<file path="config.mk">
export PLATFORM = sky130hd
export DESIGN_NAME = memory_stage
export DESIGN_NICKNAME = d
export VERILOG_FILES = /design/src/core_pkg.sv /design/src/memory_stage.sv
export VERILOG_INCLUDE_DIRS = /design/src
export SDC_FILE = /design/constraint.sdc
export NUM_CORES = 1
export LEC_CHECK = 0
export BUFFER_PORTS_ARGS = -buffer_cell sky130_fd_sc_hd__buf_2
export CORE_AREA = 2 2 204 206
export CTS_BUF_LIST = sky130_fd_sc_hd__clkbuf_8 sky130_fd_sc_hd__clkbuf_16
export CTS_CLUSTER_DIAMETER = 30
export DETAILED_ROUTE_END_ITERATION = 8
export DIE_AREA = 0 0 206 208
export MAX_ROUTING_LAYER = met4
export PLACE_DENSITY = 0.52
export SYNTH_ARGS = -nofsm -noshare
export SYNTH_HDL_FRONTEND = slang
export SYNTH_SLANG_ARGS = --single-unit
</file>
<file path="constraint.sdc">
create_clock -name clk -period 2.4 [get_ports clk]
set_input_delay 0.12 -clock clk [delete_from_list [all_inputs] [get_ports clk]]
set_output_delay 0.12 -clock clk [all_outputs]
set_load 0.02 [all_outputs]
</file>
<file path="src/core_settings.svh">
`ifndef CORE_SETTINGS_SVH
`define CORE_SETTINGS_SVH

// **************************************************
// data path
// **************************************************

// data word and address width
`define CORE_XLEN 32

// **************************************************
// data memory model
// **************************************************

// number of 32-bit words
`define MEM_WORDS 256
// cycles from read accept to the valid pulse, 1 or more
`define MEM_READ_LATENCY 3
// cycles with ready low after a write is accepted
`define MEM_WRITE_BUSY 2

`endif

</file>
<file path="src/core_pkg.sv">
`include "core_settings.svh"

package core_pkg;

    // **************************************************
    // memory operation codes
    // **************************************************

    // no memory access
    localparam logic [3:0] MEN_X              = 4'd0;

    // stores
    localparam logic [3:0] MEN_SB             = 4'd1;
    localparam logic [3:0] MEN_SH             = 4'd2;
    localparam logic [3:0] MEN_SW             = 4'd3;

    // loads, signed and unsigned
    localparam logic [3:0] MEN_LB             = 4'd4;
    localparam logic [3:0] MEN_LBU            = 4'd5;
    localparam logic [3:0] MEN_LH             = 4'd6;
    localparam logic [3:0] MEN_LHU            = 4'd7;
    localparam logic [3:0] MEN_LW             = 4'd8;

    // atomic swap, run as a word load then a word store
    localparam logic [3:0] MEN_AMOSWAP_W_AQRL = 4'd9;

    // **************************************************
    // data word views
    // **************************************************

    // one memory word seen as bytes or as halves
    // byte 0 and half 0 are the low bits
    typedef union packed {
        logic [`CORE_XLEN-1:0]              word;
        logic [`CORE_XLEN/8-1:0][7:0]       bytes;
        logic [`CORE_XLEN/16-1:0][15:0]     halves;
    } mem_word_u;

endpackage

</file>
<file path="src/memory_stage.sv">
`timescale 1ns/10ps
`include "core_settings.svh"

module memory_stage (
    input  logic                    clk,
    input  logic                    rst_n,

    // from the execute stage
    input  logic                    mem_valid,
    input  logic [31:0]             mem_reg_pc,
    input  logic [31:0]             mem_inst,
    input  logic [63:0]             mem_inst_id,
    input  logic [3:0]              mem_op,
    input  logic [`CORE_XLEN-1:0]   mem_alu_out,
    input  logic [`CORE_XLEN-1:0]   mem_rs2_data,

    // to write back
    output logic                    mem_wb_valid,
    output logic [31:0]             mem_wb_reg_pc,
    output logic [31:0]             mem_wb_inst,
    output logic [63:0]             mem_wb_inst_id,
    output logic [3:0]              mem_wb_op,
    output logic [`CORE_XLEN-1:0]   mem_wb_alu_out,
    output logic [`CORE_XLEN-1:0]   mem_wb_mem_data,

    input  logic                    pipeline_flush,
    output logic                    memory_unit_stall,

    // data memory command and response
    output logic                    memu_cmd_start,
    output logic                    memu_cmd_write,
    input  logic                    memu_cmd_ready,
    input  logic                    memu_valid,
    output logic [`CORE_XLEN-1:0]   memu_addr,
    output logic [`CORE_XLEN-1:0]   memu_wdata,
    output logic [`CORE_XLEN-1:0]   memu_wmask,
    input  logic [`CORE_XLEN-1:0]   memu_rdata
);

    import core_pkg::*;

    localparam logic [1:0] ST_WAIT            = 2'd0;
    localparam logic [1:0] ST_WAIT_READY      = 2'd1;
    localparam logic [1:0] ST_WAIT_READ_VALID = 2'd2;

    logic [1:0]     state;
    // operation being run, becomes a word store in the second half of a swap
    logic [3:0]     cur_op;
    logic           done_valid;
    logic [63:0]    done_id;
    mem_word_u      saved_rdata;

    logic           may_start;
    logic           start_new;
    logic           cur_is_store;
    logic           cmd_accept;

    // **************************************************
    // instruction tracking
    // **************************************************

    // a held instruction with the id of the last completed one is not rerun
    assign may_start    = !done_valid || (done_id != mem_inst_id);
    assign start_new    = mem_valid && may_start && (mem_op != MEN_X);

    assign cur_is_store = (cur_op == MEN_SB) || (cur_op == MEN_SH) || (cur_op == MEN_SW);
    assign cmd_accept   = memu_cmd_start && memu_cmd_ready;

    assign memory_unit_stall = mem_valid && ((state != ST_WAIT) || start_new);

    // **************************************************
    // memory command
    // **************************************************

    function automatic logic [`CORE_XLEN-1:0] gen_mask(input logic [3:0] op);
        case (op)
            MEN_SB:  return `CORE_XLEN'('hff);
            MEN_SH:  return `CORE_XLEN'('hffff);
            default: return '1;
        endcase
    endfunction

    // held high until the memory takes it, dropped on a flush
    assign memu_cmd_start = (state == ST_WAIT_READY) && mem_valid && !pipeline_flush;
    assign memu_cmd_write = cur_is_store;
    assign memu_addr      = mem_alu_out;
    assign memu_wdata     = mem_rs2_data;
    assign memu_wmask     = gen_mask(cur_op);

    // **************************************************
    // state machine
    // **************************************************

    always_ff @(posedge clk) begin
        if (!rst_n) begin
            state      <= ST_WAIT;
            cur_op     <= MEN_X;
            done_valid <= 1'b0;
            done_id    <= '0;
        end else if (pipeline_flush) begin
            state      <= ST_WAIT;
            cur_op     <= MEN_X;
            done_valid <= 1'b0;
        end else if (!mem_valid) begin
            state      <= ST_WAIT;
            cur_op     <= MEN_X;
        end else begin
            case (state)
                ST_WAIT: begin
                    // latch the operation, command goes out next cycle
                    if (start_new) begin
                        cur_op <= mem_op;
                        state  <= ST_WAIT_READY;
                    end
                end
                ST_WAIT_READY: begin
                    if (cmd_accept) begin
                        if (cur_is_store) begin
                            state      <= ST_WAIT;
                            cur_op     <= MEN_X;
                            done_valid <= 1'b1;
                            done_id    <= mem_inst_id;
                        end else begin
                            state <= ST_WAIT_READ_VALID;
                        end
                    end
                end
                ST_WAIT_READ_VALID: begin
                    if (memu_valid) begin
                        if (cur_op == MEN_AMOSWAP_W_AQRL) begin
                            // second half of the swap
                            cur_op <= MEN_SW;
                            state  <= ST_WAIT_READY;
                        end else begin
                            state      <= ST_WAIT;
                            cur_op     <= MEN_X;
                            done_valid <= 1'b1;
                            done_id    <= mem_inst_id;
                        end
                    end
                end
                default: begin
                    state  <= ST_WAIT;
                    cur_op <= MEN_X;
                end
            endcase
        end
    end

    // read data, kept through the store of a swap
    always_ff @(posedge clk) begin
        if ((state == ST_WAIT_READ_VALID) && memu_valid) begin
            saved_rdata.word <= memu_rdata;
        end
    end

    // **************************************************
    // load extension and write back
    // **************************************************

    function automatic logic [`CORE_XLEN-1:0] extend_load(input logic [3:0] op,
                                                           input mem_word_u rd);
        case (op)
            MEN_LB:  return {{(`CORE_XLEN-8){rd.bytes[0][7]}}, rd.bytes[0]};
            MEN_LBU: return {{(`CORE_XLEN-8){1'b0}}, rd.bytes[0]};
            MEN_LH:  return {{(`CORE_XLEN-16){rd.halves[0][15]}}, rd.halves[0]};
            MEN_LHU: return {{(`CORE_XLEN-16){1'b0}}, rd.halves[0]};
            // word load, and the old word of a swap
            default: return rd.word;
        endcase
    endfunction

    assign mem_wb_valid    = mem_valid && !pipeline_flush;
    assign mem_wb_reg_pc   = mem_reg_pc;
    assign mem_wb_inst     = mem_inst;
    assign mem_wb_inst_id  = mem_inst_id;
    assign mem_wb_op       = mem_op;
    assign mem_wb_alu_out  = mem_alu_out;
    assign mem_wb_mem_data = extend_load(mem_op, saved_rdata);

endmodule

</file>
==> reports/metrics.csv <==
stage,metric,value,unit
floorplan,# IOs,530,
route,drt drc,0,
timing,Final Setup Violations,1,
route,routed wl met2,12300,um
setup_path,critical path data arrival time,2420,ps
layout,Multi-input gate area,2300,um2
timing,period utilization,106,%
timing,RSZ-0062 raised after global routing,true,
worst_hold_path,Worst Hold Class,in -> reg,
setup_path,R2R setup slack,260,ps
clocking,root buf cell,clkbuf_16,
route,top sig layer,met4,
setup_path,reg-to-reg endpoint,cur_op[0],
synth,Syn Area/Cell,8.60,um2
global_route,GRT overflow,0,
setup_path,Max Fanout on Critical Path,4,
setup_path,endpoint type of the worst setup path,primary output,
route,DR WL/cell,17.9,um
synth,synthesized area,6780,um2
power,Net Sw Power,1.14,mW
route,met1 wire length,7850,um
clocking,CTS tree,done,
setup_path,CP startpoint kind,register,
layout,Nets,1048,
power,Int Power,3.02,mW
route,WL met3,2930,um
layout,Fillers,4558,
clocking,Post-CTS Repair Setup Buffers,0,
setup_path,CP required,2280,ps
floorplan,Die Y-Extent,208,um
job,max_cap viols,0,
power,Max IR drop VDD,327,uV
synth,number of synthesized flops with an enable pin,32,
route,number of vias per cell,3.63,
floorplan,Initial Util,16.7,%
timing,Final Slew Violations,0,
power,Switching Fraction,27.4,%
clocking,CTS max path bufs,2,
place,routability cong.,0.736,
synth,Netlist cell types,42,
timing,Fmax achieved,394,MHz
floorplan,CORE AREA,40600,um2
clocking,H-tree Lvls,3,
power,Pwr Density,548,nW/um2
floorplan,die width,206,um
place,# port buffers,233,
power,Leak Pwr,3.10,nW
layout,Synth-to-Final Area Change,11.9,%
power,Clk network pwr share,41.4,%
layout,design area,7590,um2
synth,Most used DFF post-synth,dfxtp_1,
layout,Reg area,2380,um2
timing,Slew Limit Headroom,51.5,%
timing,Final Hold Viols,0,
global_route,largest net degree at the start of global routing,66,
worst_hold_path,Hold EP,done_id[5],
global_route,first-pass GRT wire length,33300,um
layout,"most common cell after layout, fill and taps aside",buf_2,
setup_path,FF-to-FF Start,done_id[59],
place,placed cell area,6690,um2
floorplan,Die ar.,42800,um2
status,outcome,finished with violations,
global_route,number of global-route vias before repair,4723,
global_route,initial antenna violation count,1,
place,DP Wirelength,19200,um
synth,Post-synth ARST share,0,%
layout,final core utilization,18.7,%
route,Initial DRC Count,195,
clocking,CTS buffer count,9,
layout,share of layout cells above drive strength 1,33.7,%
setup_path,critical path type,reg -> out,
layout,most frequent cells in the layout,"buf_2 (232), nand2_1 (147), dfxtp_1 (69)",
route,routed via count,4911,
synth,register bit total from synthesis,103,
timing,Setup Skew,7.18,ps
global_route,GR Util All Layers,11.3,%
timing,Slew @ Worst Pin,723,ps
clocking,"Reg clk slew, reported paths",80,ps
route,drt total wl,24200,um
power,"Power, Total",4.15,mW
power,combinational power share,14.9,%
worst_hold_path,Hold Path Stages,3,
synth,register area share after synthesis,35.1,%
timing,setup ws final,-138,ps
clocking,clock sinks,103,
route,ANT nets after route,0,
synth,Synth Instances,788,
worst_hold_path,hold_sp,mem_inst_id[5],
clocking,clk_lat worst skew,370,ps
synth,Yosys warnings,0,
timing,crit path time final,2540,ps
status,failing checks,negative setup slack,
route,TritonRoute pass-1 iters,5,
floorplan,row cnt,74,
power,register share of total power,43.6,%
setup_path,R2R cell count,8,
## through the flow
stage	hold slack [ps]	setup slack (ps)	cells	setup TNS (ps)
after global routing	6.12	-304	1352	-304
after detailed placement	240	42.9	1283	0
after floorplan	219	237	795	0
final	23.8	-138	1352	-138
after global placement	240	54.1	1283	0
after CTS	1.68	-232	1351	-232
## flip-flops by register name (all words and copies together) (netlist names)
register     flops
done_valid       1
state            2
saved_rdata     32
cur_op           4
done_id         64
## worst max-delay path by stage
stage                           start                 to  slack, ps  cells past startpoint
after floorplan             cur_op[0]     memu_wmask[17]        240                      3
after detailed placement   done_id[3]  memory_unit_stall         40                      8
after CTS                 done_id[12]  memory_unit_stall       -230                      9
after global routing      done_id[59]  memory_unit_stall       -300                      9
after global placement     done_id[3]  memory_unit_stall         50                      8
final                     done_id[59]  memory_unit_stall       -140                      9
## cells in the mapped netlist, types with 5 or more instances
cell,number,area [um2]
xnor2_1,12,105
nor2_1,8,30.0
edfxtp_1,32,961
nor4_1,8,50.1
a21o_1,16,120
dfxtp_1,71,1420
xor2_1,32,280
nand2b_1,8,50.1
o21ai_0,12,60.1
nor2b_1,20,125
nand4_1,5,31.3
inv_1,14,52.6
buf_4,266,2000
clkbuf_1,25,93.8
nand2_1,147,552
o22ai_1,5,31.3
a21boi_0,65,488
## layout make-up
| class | instances | area share [%] |
|---|---|---|
| clock buffers | 11 | 3.63 |
| diodes | 1 | 0.0330 |
| well taps | 532 | 8.77 |
| clock inverters | 5 | 0.858 |
| repair buffers | 301 | 24.2 |
| inverters | 14 | 0.693 |
| flip-flops and latches | 103 | 31.4 |
| multi-input cells | 385 | 30.3 |
## power groups by stage
stage / sequential, mW / combinational, mW / clock (mW)
3_5_place_dp: 1.85 / 0.559 / 0
4_1_cts: 1.81 / 0.632 / 1.82
6_report: 1.81 / 0.620 / 1.72
2_1_floorplan: 1.85 / 0.768 / 0
5_1_grt: 1.81 / 0.673 / 1.89
3_3_place_gp: 1.85 / 0.557 / 0
## repair_timing
| action | in CTS | in global routing |
|---|---|---|
| hold buffers | 52 | 0 |
| endpoints found under the hold margin | 52 | 0 |
| gates resized for setup | 7 | 2 |
| setup endpoints to repair | 1 | 17 |
| pin swaps | 4 | 1 |
| gates cloned | 0 | 0 |
## logic make-up after synthesis
family | synth area share, %
buf+inv | 31.8
simple gates | 14.4
compound gates | 12.5
flops | 35.1
xor+xnor | 5.69
mux | 0.443
other cells | 0.0553
## critical path: stages (launching register included)
cell	delay, ps
dfxtp_2	330
xor2_1	160
nor4_2	300
buf_4	180
nand4_1	230
nor4_2	310
buf_4	190
a21oi_4	70
and2_4	150
buf_6	120
## layer usage
| layer | up-vias | global-route usage, % |
|---|---|---|
| met4 | 0 | 6.18 |
| met3 | 69 | 4.84 |
| met2 | 277 | 19.1 |
| li1 | 2350 | - |
| met5 | - | - |
| met1 | 2215 | 10.7 |
No activity file was read; power rests on OpenSTA's default activity.
